**config.mk**
```make
export PLATFORM = sky130hd
export DESIGN_NAME = revo_receiver_top
export DESIGN_NICKNAME = d
export VERILOG_FILES = /design/src/source/revo_timing_pkg.sv /design/src/source/revo_edge_pulser.sv /design/src/source/phase_histogram.sv /design/src/source/phase_select_fsm.sv /design/src/source/revo_activity_timer.sv /design/src/source/revo_trigger_encoder.sv /design/src/source/revo_receiver_top.sv
export SDC_FILE = /design/constraint.sdc
export NUM_CORES = 1
export LEC_CHECK = 0
export BUFFER_PORTS_ARGS = -buffer_cell sky130_fd_sc_hd__buf_2
export CAP_MARGIN = 20
export CELL_PAD_IN_SITES_DETAIL_PLACEMENT = 0
export CELL_PAD_IN_SITES_GLOBAL_PLACEMENT = 1
export CORE_AREA = 5 5 218 157
export DETAILED_ROUTE_END_ITERATION = 16
export DIE_AREA = 0 0 223 162
export HOLD_SLACK_MARGIN = 0.02
export PLACE_DENSITY = 0.89
export SLEW_MARGIN = 20
export SYNTH_ARGS = -nofsm -noshare
export SYNTH_HDL_FRONTEND = slang
export SYNTH_HIERARCHICAL = 1
export SYNTH_SLANG_ARGS = --single-unit
```
**constraint.sdc**
```tcl
create_clock -name clock127 -period 8 [get_ports clock127]
set_input_delay 1.6 -clock clock127 [delete_from_list [all_inputs] [get_ports clock127]]
set_output_delay 1.6 -clock clock127 [all_outputs]
set_load 0.03 [all_outputs]
```
**src/source/revo_timing_pkg.sv**
```systemverilog
`default_nettype none

package revo_timing_pkg;

	// Samples per clock127 word from the deserializer
	localparam int SAMPLE_WIDTH = 4;

	// Default histogram counter width
	localparam int HIST_WIDTH_DEFAULT = 33;

	typedef logic [SAMPLE_WIDTH-1:0] sample_word_t;

	// Upper bit picks the half, lower bit the member within it
	typedef logic [1:0] phase_sel_t;

	// --------------------------------------------------
	// Pulse words for an edge at each sample position
	localparam sample_word_t PATTERN_00 = 4'b1110;
	localparam sample_word_t PATTERN_01 = 4'b1100;
	localparam sample_word_t PATTERN_10 = 4'b1000;
	localparam sample_word_t PATTERN_11 = 4'b1111;

	typedef struct packed {
		logic [HIST_WIDTH_DEFAULT-1:0] count_00;
		logic [HIST_WIDTH_DEFAULT-1:0] count_01;
		logic [HIST_WIDTH_DEFAULT-1:0] count_10;
		logic [HIST_WIDTH_DEFAULT-1:0] count_11;
	} hist_counts_t;

	// First and second half of one clock127 cycle
	typedef struct packed {
		logic rise;
		logic fall;
	} ddr_pair_t;

endpackage

`default_nettype wire

```
**src/source/revo_edge_pulser.sv**
```systemverilog
`default_nettype none

module revo_edge_pulser (
	input wire logic clock127,
	input wire logic oserdes_reset,
	input wire revo_timing_pkg::sample_word_t sample_word,
	output revo_timing_pkg::sample_word_t pulse_word
);
	import revo_timing_pkg::*;

	// Previous word so that a bit held high across words gives one pulse only
	sample_word_t previous_word;

	always_ff @(posedge clock127 or posedge oserdes_reset) begin
		if (oserdes_reset) begin
			previous_word <= '0;
			pulse_word <= '0;
		end else begin
			previous_word <= sample_word;
			// Bits that went from 0 to 1 between two words
			pulse_word <= sample_word & ~previous_word;
		end
	end

endmodule

`default_nettype wire

```
**src/source/phase_histogram.sv**
```systemverilog
`default_nettype none

module phase_histogram #(
	parameter int HIST_WIDTH = 33,
	parameter type counts_t = revo_timing_pkg::hist_counts_t
) (
	input wire logic clock127,
	input wire logic oserdes_reset,
	input wire logic rf_locked,
	input wire revo_timing_pkg::sample_word_t pulse_word,
	output counts_t counts,
	output logic [HIST_WIDTH+1:0] pulse_count
);
	import revo_timing_pkg::*;

	// One bit per position: 00, 01, 10, 11
	logic [3:0] hit;
	logic [3:0] full;

	// --------------------------------------------------
	// Classify the pulse word and ignore any other pattern
	always_comb begin
		hit = '0;
		case (pulse_word)
			PATTERN_00: hit[0] = 1'b1;
			PATTERN_01: hit[1] = 1'b1;
			PATTERN_10: hit[2] = 1'b1;
			PATTERN_11: hit[3] = 1'b1;
			default: hit = '0;
		endcase
	end

	always_ff @(posedge clock127 or posedge oserdes_reset) begin
		if (oserdes_reset) begin
			counts <= '0;
			pulse_count <= '0;
		end else if (!rf_locked) begin
			counts <= '0;
			pulse_count <= '0;
		end else begin
			if (hit[0])
				counts.count_00 <= counts.count_00 + 1'b1;
			if (hit[1])
				counts.count_01 <= counts.count_01 + 1'b1;
			if (hit[2])
				counts.count_10 <= counts.count_10 + 1'b1;
			if (hit[3])
				counts.count_11 <= counts.count_11 + 1'b1;
			if (|hit)
				pulse_count <= pulse_count + 1'b1;
		end
	end

	// --------------------------------------------------
	// A saturated counter that is hit again would wrap
	assign full = {&counts.count_11, &counts.count_10, &counts.count_01, &counts.count_00};

	assert property (@(posedge clock127) disable iff (oserdes_reset)
		rf_locked |-> !(|(hit & full)));

endmodule

`default_nettype wire

```
**src/source/phase_select_fsm.sv**
```systemverilog
`default_nettype none

module phase_select_fsm #(
	parameter int HIST_WIDTH = 33,
	parameter int PULSE_COUNT_MIN = 131072,
	parameter type counts_t = revo_timing_pkg::hist_counts_t
) (
	input wire logic clock127,
	input wire logic oserdes_reset,
	input wire logic rf_locked,
	input wire counts_t counts,
	input wire logic [HIST_WIDTH+1:0] pulse_count,
	output revo_timing_pkg::phase_sel_t phase_select,
	output logic phase_locked
);
	import revo_timing_pkg::*;

	typedef enum logic {ACQUIRE, LOCKED} state_t;

	// Stage one result with the winner of each half
	typedef struct packed {
		logic sel_0x;
		logic [HIST_WIDTH-1:0] max_0x;
		logic sel_1x;
		logic [HIST_WIDTH-1:0] max_1x;
		logic over_min;
	} half_pick_t;

	localparam logic [HIST_WIDTH+1:0] MIN_COUNT = (HIST_WIDTH+2)'(PULSE_COUNT_MIN);

	state_t state;
	half_pick_t pick;
	phase_sel_t best;
	logic best_over_min;
	logic over_min;

	assign over_min = pulse_count > MIN_COUNT;

	// --------------------------------------------------
	// Two stage choice with the over-count flag carried alongside
	always_ff @(posedge clock127 or posedge oserdes_reset) begin
		if (oserdes_reset) begin
			pick <= '0;
			best <= '0;
			best_over_min <= 1'b0;
		end else if (!rf_locked) begin
			pick <= '0;
			best <= '0;
			best_over_min <= 1'b0;
		end else begin
			// Ties go to the lower member
			pick.sel_0x <= counts.count_00 < counts.count_01;
			pick.max_0x <= (counts.count_00 < counts.count_01) ? counts.count_01 : counts.count_00;
			pick.sel_1x <= counts.count_10 < counts.count_11;
			pick.max_1x <= (counts.count_10 < counts.count_11) ? counts.count_11 : counts.count_10;
			pick.over_min <= over_min;
			// Ties go to half 0x
			if (pick.max_0x < pick.max_1x)
				best <= {1'b1, pick.sel_1x};
			else
				best <= {1'b0, pick.sel_0x};
			best_over_min <= pick.over_min;
		end
	end

	always_ff @(posedge clock127 or posedge oserdes_reset) begin
		if (oserdes_reset) begin
			state <= ACQUIRE;
			phase_select <= '0;
		end else if (!rf_locked) begin
			state <= ACQUIRE;
			phase_select <= '0;
		end else if (state == ACQUIRE && best_over_min) begin
			phase_select <= best;
			state <= LOCKED;
		end
	end

	assign phase_locked = (state == LOCKED);

	// Select is frozen for as long as the lock lasts
	assert property (@(posedge clock127) disable iff (oserdes_reset)
		(state == LOCKED) && rf_locked |=> $stable(phase_select));

endmodule

`default_nettype wire

```
**src/source/revo_activity_timer.sv**
```systemverilog
`default_nettype none

module revo_activity_timer #(
	parameter int REVO_WINDOW = 524288
) (
	input wire logic clock127,
	input wire logic oserdes_reset,
	input wire revo_timing_pkg::sample_word_t pulse_word,
	output logic led_revo
);
	localparam int WINDOW_BITS = $clog2(REVO_WINDOW);
	localparam logic [WINDOW_BITS-1:0] WINDOW_LAST = WINDOW_BITS'(REVO_WINDOW - 1);

	logic [WINDOW_BITS-1:0] window_count;
	logic saw_pulse;

	always_ff @(posedge clock127 or posedge oserdes_reset) begin
		if (oserdes_reset) begin
			window_count <= '0;
			saw_pulse <= 1'b0;
			led_revo <= 1'b0;
		end else if (window_count == WINDOW_LAST) begin
			// A pulse in the last cycle of the window still counts
			window_count <= '0;
			led_revo <= saw_pulse | (|pulse_word);
			saw_pulse <= 1'b0;
		end else begin
			window_count <= window_count + 1'b1;
			if (|pulse_word)
				saw_pulse <= 1'b1;
		end
	end

endmodule

`default_nettype wire

```
**src/source/revo_trigger_encoder.sv**
```systemverilog
`default_nettype none

module revo_trigger_encoder (
	input wire logic clock127,
	input wire logic oserdes_reset,
	input wire logic phase_locked,
	input wire revo_timing_pkg::sample_word_t pulse_word,
	output revo_timing_pkg::ddr_pair_t clock_pair,
	output revo_timing_pkg::ddr_pair_t trigger_pair
);
	logic enabled;
	logic long_marker;
	logic long_marker_d;
	logic trigger;

	// --------------------------------------------------
	// Marker stretch and edge detect down to one cycle
	always_ff @(posedge clock127 or posedge oserdes_reset) begin
		if (oserdes_reset) begin
			enabled <= 1'b0;
			long_marker <= 1'b0;
			long_marker_d <= 1'b0;
			trigger <= 1'b0;
		end else if (!phase_locked) begin
			enabled <= 1'b0;
			long_marker <= 1'b0;
			long_marker_d <= 1'b0;
			trigger <= 1'b0;
		end else begin
			enabled <= 1'b1;
			long_marker <= |pulse_word;
			long_marker_d <= long_marker;
			trigger <= long_marker & ~long_marker_d;
		end
	end

	// --------------------------------------------------
	// Reference clock is 1 then 0; trigger line is inverted
	// trigger then trigger, so the XOR of the pairs is the trigger
	assign clock_pair = '{rise: enabled, fall: 1'b0};
	assign trigger_pair = '{rise: enabled & ~trigger, fall: trigger};

	assert property (@(posedge clock127) disable iff (oserdes_reset)
		trigger |=> !trigger);

endmodule

`default_nettype wire

```
**src/source/revo_receiver_top.sv**
```systemverilog
`default_nettype none

module revo_receiver_top #(
	parameter int HIST_WIDTH = revo_timing_pkg::HIST_WIDTH_DEFAULT,
	parameter int PULSE_COUNT_MIN = 131072,
	parameter int REVO_WINDOW = 524288,
	// Counter fields must be HIST_WIDTH wide
	parameter type counts_t = revo_timing_pkg::hist_counts_t
) (
	input wire logic clock127,
	input wire logic oserdes_reset,
	input wire logic rf_locked,
	input wire revo_timing_pkg::sample_word_t sample_word,
	output revo_timing_pkg::phase_sel_t phase_select,
	output logic phase_locked,
	output logic led_revo,
	output revo_timing_pkg::ddr_pair_t clock_pair,
	output revo_timing_pkg::ddr_pair_t trigger_pair
);
	import revo_timing_pkg::*;

	sample_word_t pulse_word;
	counts_t counts;
	logic [HIST_WIDTH+1:0] pulse_count;

	revo_edge_pulser edge_pulser (
		.clock127(clock127), .oserdes_reset(oserdes_reset),
		.sample_word(sample_word), .pulse_word(pulse_word)
	);

	phase_histogram #(.HIST_WIDTH(HIST_WIDTH), .counts_t(counts_t)) histogram (
		.clock127(clock127), .oserdes_reset(oserdes_reset), .rf_locked(rf_locked),
		.pulse_word(pulse_word), .counts(counts), .pulse_count(pulse_count)
	);

	phase_select_fsm #(
		.HIST_WIDTH(HIST_WIDTH), .PULSE_COUNT_MIN(PULSE_COUNT_MIN), .counts_t(counts_t)
	) select_fsm (
		.clock127(clock127), .oserdes_reset(oserdes_reset), .rf_locked(rf_locked),
		.counts(counts), .pulse_count(pulse_count),
		.phase_select(phase_select), .phase_locked(phase_locked)
	);

	revo_activity_timer #(.REVO_WINDOW(REVO_WINDOW)) activity_timer (
		.clock127(clock127), .oserdes_reset(oserdes_reset),
		.pulse_word(pulse_word), .led_revo(led_revo)
	);

	revo_trigger_encoder trigger_encoder (
		.clock127(clock127), .oserdes_reset(oserdes_reset), .phase_locked(phase_locked),
		.pulse_word(pulse_word), .clock_pair(clock_pair), .trigger_pair(trigger_pair)
	);

endmodule

`default_nettype wire

```
# After elaboration in Yosys (flattened, before gate mapping)
# Index checks and enable logic that the tools add are counted.
[totals]
reg_bits = 275
latchBits = 0
ramBits = 0
mem_bits_ro = 0
input_bits = 7
output_inout_bits = 8
word_cells = 84
n_memories = 0
[op_classes]
add_sub_neg = 6
mul = 0
div = 0
n_lt_le_gt_ge = 4
eq_ne = 11
shifts = 0
muxes = 28
bitwise_logic = 8
reduce_logical = 4
[ops]
columns = ["op", "n"]
rows = [
  ["33-bit two-way mux", 6],
  ["33-bit by 1-bit adder with 33-bit output, second input constant", 4],
  ["132-bit two-way mux", 1],
  ["33-bit < comparator", 3],
  ["35-bit two-way mux", 2],
  ["69-bit two-way mux", 1],
  ["35-bit by 1-bit adder with 35-bit output, second input constant", 1],
  ["35-bit by 18-bit greater-than comparator with 1-bit output, second input constant", 1],
  ["19-bit by 1-bit adder with 19-bit output, second input constant", 1],
  ["19-bit equality test, second input constant", 1],
  ["19-bit two-way mux", 1],
  ["4-bit equality test, second input constant", 4],
  ["1-bit two-way mux", 13],
  ["2-bit by 1-bit inequality test with 1-bit output, second input constant", 6],
  ["2-bit two-way mux", 4],
  ["4-bit OR reduction", 2],
  ["4-bit bitwise AND", 1],
  ["4-bit NOT", 1],
  ["1-bit NOT", 3],
  ["1-bit bitwise AND", 2],
  ["2-bit nonzero test", 1],
  ["1-bit logical AND", 1],
  ["1-bit bitwise OR", 1],
]

# Longest topological paths before layout
# Gate-level depths: netlist of the first run.
[depth]
depth_word = 5
mapped_depth = 10
mapped_depth_nobuf = 8

# Hierarchy
# The synthesis of the first run kept the hierarchy.
[by_module_without_submodules]
columns = ["module", "n_inst", "cells_each", "area_per_inst_um2"]
rows = [
  ["phase_histogram", 1, 887, 8394.3],
  ["phase_select_fsm", 1, 664, 5898.2],
  ["revo_activity_timer", 1, 89, 972.2],
  ["revo_edge_pulser", 1, 13, 259.0],
  ["revo_trigger_encoder", 1, 13, 162.7],
]

# Worst setup path after synthesis of the first run
# OpenSTA, ideal clock, no wires.
[synth_path]
path_kind = "input to register"
startpoint = "input port rf_locked"
endpoint = "register select_fsm/pick[10] in the netlist's numbering"
arrival_ps = 2802
path_slack_ps = 5119
stages = 5
n_path_buf = 3
path_cell_list = "buf_2 -> buf_2 -> dlygate4sd3_1 -> nand2_1 -> mux2i_1"
[synth_between]
elab_chain_cells = 1
[synth_lines]
columns = ["item", "line_no", "source"]
rows = [
  ["start, declared", "revo_receiver_top.sv:12", "input wire logic rf_locked,"],
  ["69-bit two-way mux", "phase_select_fsm.sv:46", "end else if (!rf_locked) begin"],
  ["end, declared", "phase_select_fsm.sv:32", "half_pick_t pick;"],
]
# Every way passes these cells.
# A chain may end at the register's enable or synchronous reset.

# Worst setup path after layout of the first run
[layout_path]
startpoint = "register, netlist name histogram/counts[96]"
endpoint = "register select_fsm/pick[41] in the netlist's numbering"
[layout_between]
elab_chain_cells = 3
[layout_lines]
columns = ["item", "line_no", "source"]
rows = [
  ["33-bit < comparator", "phase_select_fsm.sv:53", "pick.max_0x <= (counts.count_00 < counts.count_01) ? counts.count_01 : counts.count_00;"],
  ["33-bit two-way mux", "phase_select_fsm.sv:53", ""],
  ["69-bit two-way mux", "phase_select_fsm.sv:46", ""],
]
# Every way passes these cells.

==> reports/metrics.cfg, run 1 <==
[sta]
rsz0062_at_grt = false
worstMarginPinSlew_ns = 1.142
fin_worst_skew_ns = 0.01340
relSlewSlack_pct = 23.86
post-route-min-period_ns = 3.207
period_share_pct = 40.09
fmax_mhz = 311.8
tns_ns = 0
finalHoldViolations = 0
finalSetupViolations = 0
drv_slew = 0

[yosys]
synth_warnings = 6
ys_ff_latch = 275
yosysUniqueCellTypes = 69
synth_enable_flop_cells = 0
yosysSeqAreaShare_pct = 43.87
synth_ff_type = dfrtp_1
netlist_area_sq_um = 15690
async_flop_share_pct = 100.0
syn-instance-count = 1666
synth_nets = 1775
synth_area_per_cell_sq_um = 9.416

[clock_tree]
cts_setup_buffers = 0
cts_resized = 0
numClockSinks = 275
cts_made_buffers = 28
cts_tree = yes
cts.clk_slew.worst_paths_ns = 0.06
cts_max_level = 1
clockBufferDepth = 3
root_buffer = clkbuf_16
clk_latency_ns = 0.55
cts_hold_buf = 0

[finish]
syn2layout_area_growth_pct = 7.817
fin_nets = 1763
drive_gt1_share_pct = 6.403
antennaDiodeCount = 0
final_area_sq_um = 16910

[power_and_ir_drop]
p_sw_share_pct = 22.07
power.share.combinational_pct = 2.8
power.leakage_nw = 7.219
pwr_density_cell_nw_per_um2 = 164.9
p_clk_share_pct = 47.0
seqPwrFrac_pct = 50.2
switchingPower_w = 0.0006155
intPower_w = 0.002174
peakVddDrop_uv = 145.6

[routing]
dr.pass1.iters = 5
vias_per_cell = 5.587
wl_per_cell_microns = 16.74
drt_iter0_markers = 773
drc_errors = 0
routed_wl_microns = 35120
vias = 11720
antenna_left = 0

[critical_path]
worstReg2RegStart = histogram/counts[96]$_DFFE_PP0P_
startpoint_type = register
crit_type = reg2reg
r2r_end = select_fsm/pick[41]$_DFF_PP0_
critical_path_arrival_ns = 3.65
reg2reg_slack_ns = 4.79
critPathRequiredTime_ns = 8.44
worstRegToRegCells = 7
path_max_fanout = 34
critPathCaptureType = register

[die]
die_h_microns = 162
io_pins = 15
core_sq_um = 31790
die_w_microns = 223
die_area_sq_um = 36130
num_rows = 55
start_util_pct = 49.34

[placed_design]
port_buffers = 13
dp_hpwl_microns = 23950
gp_congestion = 0.8104
place_area_sq_um = 15990

[min_path]
holdPathStages = 1
hp-start = edge_pulser/previous_word[1]$_DFF_PP0_
min_to = edge_pulser/pulse_word[1]$_DFF_PP0_
hold_class = reg2reg

[global_routing]
grt_start_max_net_pins = 95
grt_pass1_vias = 11430
antenna_found_initial = 1
grt_first_pass_wirelength_microns = 58370
grtUsageTotal_pct = 19.27
grt_overflow = 0

[run_status]
status = complete, no violations

[flow_run]
maxCapViolations = 0

## power groups by stage
stage | Sequential (W) | Clock (W) | Combinational [W]
CTS | 0.00140 | 0.00134 | 0.0000812
finish | 0.00140 | 0.00131 | 0.0000789
global route | 0.00140 | 0.00140 | 0.0000904
floorplan | 0.00142 | 0 | 0.0000639
global placement | 0.00143 | 0 | 0.0000795
detailed placement | 0.00143 | 0 | 0.0000810
## layout make-up
type	count	area, sq um
clock buffer	37	805.8
clock inverter	10	105.1
fill	2872	14880
inverter	124	473.0
multi-input combinational	1200	7948
sequential	275	6882
tap	427	534.3
timing repair buffer	25	165.2
## cells by family (layout without fill, tap and decap cells)
kind of cell,Yosys count,after routing,share of synthesized area [%]
other,1,1,0.02391
XOR/XNOR,151,151,8.431
AND/OR/NAND/NOR,736,736,23.71
multiplexers,77,77,4.945
AO/OA/AOI/OAI,133,133,5.209
buffers and inverters,191,196,5.679
adder cells (fa/ha/maj),102,102,8.136
flip-flops,275,275,43.87
## cell usage after synthesis (all sizes together), types with 37 or more instances
cell type / count / area, sq um
a21oi: 62 / 310.3
clkbuf: 37 / 138.9
dfrtp: 275 / 6882
ha: 102 / 1276
inv: 123 / 461.7
mux2i: 76 / 760.7
nand2: 222 / 833.3
nand3: 73 / 370.4
nand4: 95 / 625.6
nor2: 178 / 668.1
nor4: 37 / 289.0
xnor2: 67 / 586.8
xor2: 84 / 735.7
## state kept, by name (all words and copies together), names as in the netlist
register,flops
activity_timer/saw_pulse,1
histogram/counts,132
edge_pulser/pulse_word,4
histogram/pulse_count,35
select_fsm/best_over_min,1
activity_timer/window_count,19
trigger_encoder/long_marker_d,1
trigger_encoder/trigger,1
edge_pulser/previous_word,4
select_fsm/pick,69
trigger_encoder/enabled,1
trigger_encoder/long_marker,1
select_fsm/best,2
activity_timer/led_revo,1
select_fsm/phase_locked,1
select_fsm/phase_select,2
## metrics by stage
stage                     std cells  total power, W  hold WS [ns]  setup slack, ns  util (%)
after floorplan                1666        0.001488        0.4287            1.882         -
after global placement         2050        0.001505        0.4309            4.257     50.28
after detailed placement       2050        0.001506        0.4349            4.248     50.28
final                          2098        0.002789        0.4373            4.793     53.20
after CTS                      2097        0.002823        0.4374            4.621     53.15
after global routing           2098        0.002891        0.4480            4.650     53.20
## layer usage
layer,wire (microns),track usage [%]
met3,1507,3.234
met5,0,0
met1,17020,28.14
met4,524,3.702
met2,16060,30.69
## worst max-delay path by stage
stage	slack, ns	endpoint	startpoint
CTS	4.62	select_fsm/pick[20]$_DFF_PP0_	histogram/counts[7]$_DFFE_PP0P_
detailed placement	4.25	histogram/counts[59]$_DFFE_PP0P_	rf_locked
global route	4.65	histogram/counts[28]$_DFFE_PP0P_	rf_locked
global placement	4.26	histogram/counts[59]$_DFFE_PP0P_	rf_locked
finish	4.79	select_fsm/pick[41]$_DFF_PP0_	histogram/counts[96]$_DFFE_PP0P_
floorplan	1.88	histogram/counts[0]$_DFFE_PP0P_	oserdes_reset
## placed cells by master, fill, tap and decap left out, types with 11 or more instances in the layout
cell type and count:
a21oi_1 62, and3_1 25, and4_1 19, buf_2 12, buf_4 11, clkbuf_16 29, dfrtp_1 275, ha_1 102
inv_1 121, mux2i_1 76, nand2_1 222, nand3_1 72, nand4_1 90, nor2_1 178, nor3_1 17, nor4_1 30
o21ai_0 24, or3_1 17, xnor2_1 67, xor2_1 84
## critical path, stage by stage (launching register included)
cell and delay, ns:
dfrtp_1 0.41, inv_1 0.06, ha_1 0.31, a21o_1 0.16, a21o_1 0.17, a211oi_1 0.52
and4_2 1.10, mux2i_1 0.35
Power figures use the tool's default switching activity.
==> run 2: changes to the inputs <==
--- a/config.mk
+++ b/config.mk
@@ -5,15 +5,16 @@
 export SDC_FILE = /design/constraint.sdc
 export NUM_CORES = 1
 export LEC_CHECK = 0
+export ABC_AREA = 1
 export BUFFER_PORTS_ARGS = -buffer_cell sky130_fd_sc_hd__buf_2
 export CAP_MARGIN = 20
 export CELL_PAD_IN_SITES_DETAIL_PLACEMENT = 0
 export CELL_PAD_IN_SITES_GLOBAL_PLACEMENT = 1
-export CORE_AREA = 5 5 218 157
+export CORE_AREA = 5 5 240 172
 export DETAILED_ROUTE_END_ITERATION = 16
-export DIE_AREA = 0 0 223 162
+export DIE_AREA = 0 0 245 177
 export HOLD_SLACK_MARGIN = 0.02
-export PLACE_DENSITY = 0.89
+export PLACE_DENSITY = 0.9
 export SLEW_MARGIN = 20
 export SYNTH_ARGS = -nofsm -noshare
 export SYNTH_HDL_FRONTEND = slang
==> constraint.sdc (replaced) <==
create_clock -name clock127 -period 3.2 [get_ports clock127]
set_input_delay 0.64 -clock clock127 [delete_from_list [all_inputs] [get_ports clock127]]
set_output_delay 0.64 -clock clock127 [all_outputs]
set_load 0.03 [all_outputs]
==> run 2 against run 1 <==
  * Clock-buffer cell count decreased by 6
  * Cell area increased by 17%
  * First-iteration DRC count increased by 84%
  * Register-to-register slack got worse by 4.2 ns
  * Worst hold slack got worse by 0.25 ns
  * Area after synthesis increased by 15%
  * Routed wire length increased by 38%
  * Clock power increased to 3.0 times the previous value
  * Die area increased by 20%
  * Critical endpoint is now select_fsm/pick[17]$_DFF_PP0_
  * Highest routed layer is now met5
==> reports/metrics.cfg, run 2 <==
[yosys]
synth_fa_ha_area_share_pct = 7.105
yosys.cell_count.top_type = nand2_1
synth_mux_area_share_pct = 0
yosysSeqAreaShare_pct = 38.31
syn-instance-count = 2581
yosysUniqueCellTypes = 46
synth_top_cell_by_area = dfrtp_1
synth-compound-area-share_pct = 9.007
async_flop_share_pct = 100.0
netlist_area_sq_um = 17960
synth_area_per_cell_sq_um = 6.959
synth_top_area_share_pct = 38.31
synth_ff_type = dfrtp_1
synth_warnings = 6
ys_ff_latch = 275
yosys-top-cells-area = dfrtp_1, nand2_1, nor2_1
synthSimpleGateAreaFrac_pct = 35.00
synth_common_cells = nand2_1, nor2_1, inv_1
synth_top_family_by_area = simple AND/OR/NAND/NOR gates
synth_enable_flop_cells = 0
synth_nets = 2690
synth-xor-area-share_pct = 0.5364

[power_and_ir_drop]
power.leakage_nw = 9.478
peakVddDrop_uv = 406.3
p_clk_share_pct = 49.5
seqPwrFrac_pct = 44.3
pwr_density_cell_nw_per_um2 = 402.5
power.share.combinational_pct = 6.2
intPower_w = 0.006088
p_sw_share_pct = 23.62
switchingPower_w = 0.001883

[finish]
multi_input_comb_area_sq_um = 9295
drive_gt1_share_pct = 8.282
mostFrequentLayoutCell = nand2_1
fill_cells = 3826
syn2layout_area_growth_pct = 10.25
reg.largest.list = histogram/counts x132, select_fsm/pick x69, histogram/pulse_count x35
final_cell_mix = nand2_1, nor2_1, inv_1
largest_reg_flops = 132
fin_nets = 2707
largest_register = histogram/counts
final_core_util_pct = 50.88
register_area_sq_um = 6882
antennaDiodeCount = 0

[clock_tree]
cts_tree = yes
root_buffer = clkbuf_16
cts_made_buffers = 29
numClockSinks = 275
cts.clk_slew.worst_paths_ns = 0.06
clockBufferDepth = 3
clk_latency_ns = 0.58
cts_setup_buffers = 0
cts_max_level = 1

[placed_design]
dp_hpwl_microns = 35940
port_buffers = 13
gp_congestion = 0.9262

[routing]
drt_iter0_markers = 1426
routed_wl_microns = 48420
dr.pass1.iters = 5
vias = 16380
wl_per_cell_microns = 15.50
vias_per_cell = 5.243
antenna_left = 0
drc_errors = 0

[sta]
post-route-min-period_ns = 2.615
rsz0062_at_grt = false
fmax_mhz = 382.4
finalHoldViolations = 0
finalSetupViolations = 0
worstMarginPinSlew_ns = 0.8048
relSlewSlack_pct = 46.29
drv_slew = 0
fin_worst_skew_ns = 0.01320
period_share_pct = 81.72
tns_ns = 0

[global_routing]
antenna_found_initial = 1
grt_start_max_net_pins = 88
grtUsageTotal_pct = 22.33
grt_first_pass_wirelength_microns = 79370
grt_pass1_vias = 15460
grt_overflow = 0

[die]
io_pins = 15
die_h_microns = 177
start_util_pct = 46.15
num_rows = 61
core_sq_um = 38920
die_w_microns = 245
die_area_sq_um = 43370

[critical_path]
crit_type = reg2reg
critical_path_arrival_ns = 3.07
path_max_fanout = 44
reg2reg_slack_ns = 0.58
startpoint = histogram/counts[3]$_DFFE_PP0P_
worstReg2RegStart = histogram/counts[3]$_DFFE_PP0P_
r2r_end = select_fsm/pick[17]$_DFF_PP0_
worstRegToRegCells = 13
critPathRequiredTime_ns = 3.66
critPathCaptureType = register
startpoint_type = register
endpoint = select_fsm/pick[17]$_DFF_PP0_

[flow_run]
maxCapViolations = 0

[run_status]
status = complete, no violations

[min_path]
hold_class = in2reg

## run 2: changes by cell type in the layout (fill, tap and decap cells not counted), sizes merged, moves of 25 or more
cell and change:
xor2 -73, nor2 +333, nand4 -65, a21oi +119, mux2i -76, inv +245, o21ai +33, buf +25
nand2 +454, nand3 +139, nor4 -30, xnor2 -67
## run 2: worst min path at each step
stage / slack, ns / end / depth (start not counted) / from
finish: 0.18 / edge_pulser/previous_word[2]$_DFF_PP0_ / 1 / sample_word[2]
global route: 0.16 / edge_pulser/previous_word[0]$_DFF_PP0_ / 1 / sample_word[0]
CTS: 0.15 / edge_pulser/previous_word[2]$_DFF_PP0_ / 1 / sample_word[2]
detailed placement: 0.40 / trigger_encoder/trigger$_DFF_PP0_ / 1 / trigger_encoder/long_marker_d$_DFF_PP0_
global placement: 0.39 / trigger_encoder/trigger$_DFF_PP0_ / 1 / trigger_encoder/long_marker_d$_DFF_PP0_
floorplan: 0.38 / trigger_encoder/trigger$_DFF_PP0_ / 1 / trigger_encoder/long_marker_d$_DFF_PP0_
## run 2: layout make-up
cell class | instances | share of cell area [%]
tap | 504 | 3.184
multi-input combinational | 1870 | 46.94
timing repair buffer | 51 | 2.445
inverter | 371 | 7.076
sequential | 275 | 34.75
clock buffer | 31 | 3.803
clock inverter | 22 | 1.807
## run 2: through the flow
step	hold WS (ns)	worst slack (ns)	instances	power [W]	cell area, sq um
after floorplan	0.3785	0.4332	2581	0.003952	17970
after global placement	0.3930	0.7015	3070	0.004079	18680
after detailed placement	0.4013	0.6558	3070	0.004088	18680
after CTS	0.1519	0.6518	3124	0.008066	19800
after global routing	0.1637	0.4133	3124	0.008280	19800
final	0.1832	0.5849	3124	0.007970	19800
## run 2: worst max-delay path, cell delays in order, from the launching register on
cell	delay, ns
dfrtp_1	0.47
inv_1	0.10
ha_1	0.29
nand2_1	0.08
nor2_1	0.06
nand3_1	0.12
nor2_1	0.11
nand2_1	0.07
nand2_1	0.07
nor2_4	0.54
buf_12	0.33
nand3_1	0.12
nand2_1	0.08
nor2_1	0.05
## run 2: power groups by stage
stage | logic, W | registers (W) | clock network, W
6_report | 0.000492 | 0.00353 | 0.00394
4_1_cts | 0.000493 | 0.00353 | 0.00404
2_1_floorplan | 0.000361 | 0.00359 | 0
3_5_place_dp | 0.000489 | 0.00360 | 0
5_1_grt | 0.000557 | 0.00354 | 0.00419
3_3_place_gp | 0.000480 | 0.00360 | 0
## run 2: routing by layer
| metal | up-vias | routed length (microns) | global-route usage (%) |
|---|---|---|---|
| li1 | 8152 | - | - |
| met1 | 7604 | 24020 | 34.14 |
| met2 | 553 | 19130 | 31.96 |
| met3 | 69 | 4228 | 5.435 |
| met4 | 2 | 1027 | 5.023 |
| met5 | - | 18 | 0 |
## run 2: kinds of logic after synthesis
group	count (synthesis)
compound gates	267
xor+xnor	11
fa+ha+maj	102
buf+inv	436
flops	275
other cells	1
simple gates	1489
## run 2: what timing repair did
item / in CTS / in global routing
hold endpoints to repair: 6 / 0
hold buffers: 1 / 0
gates resized for setup: 0 / 0
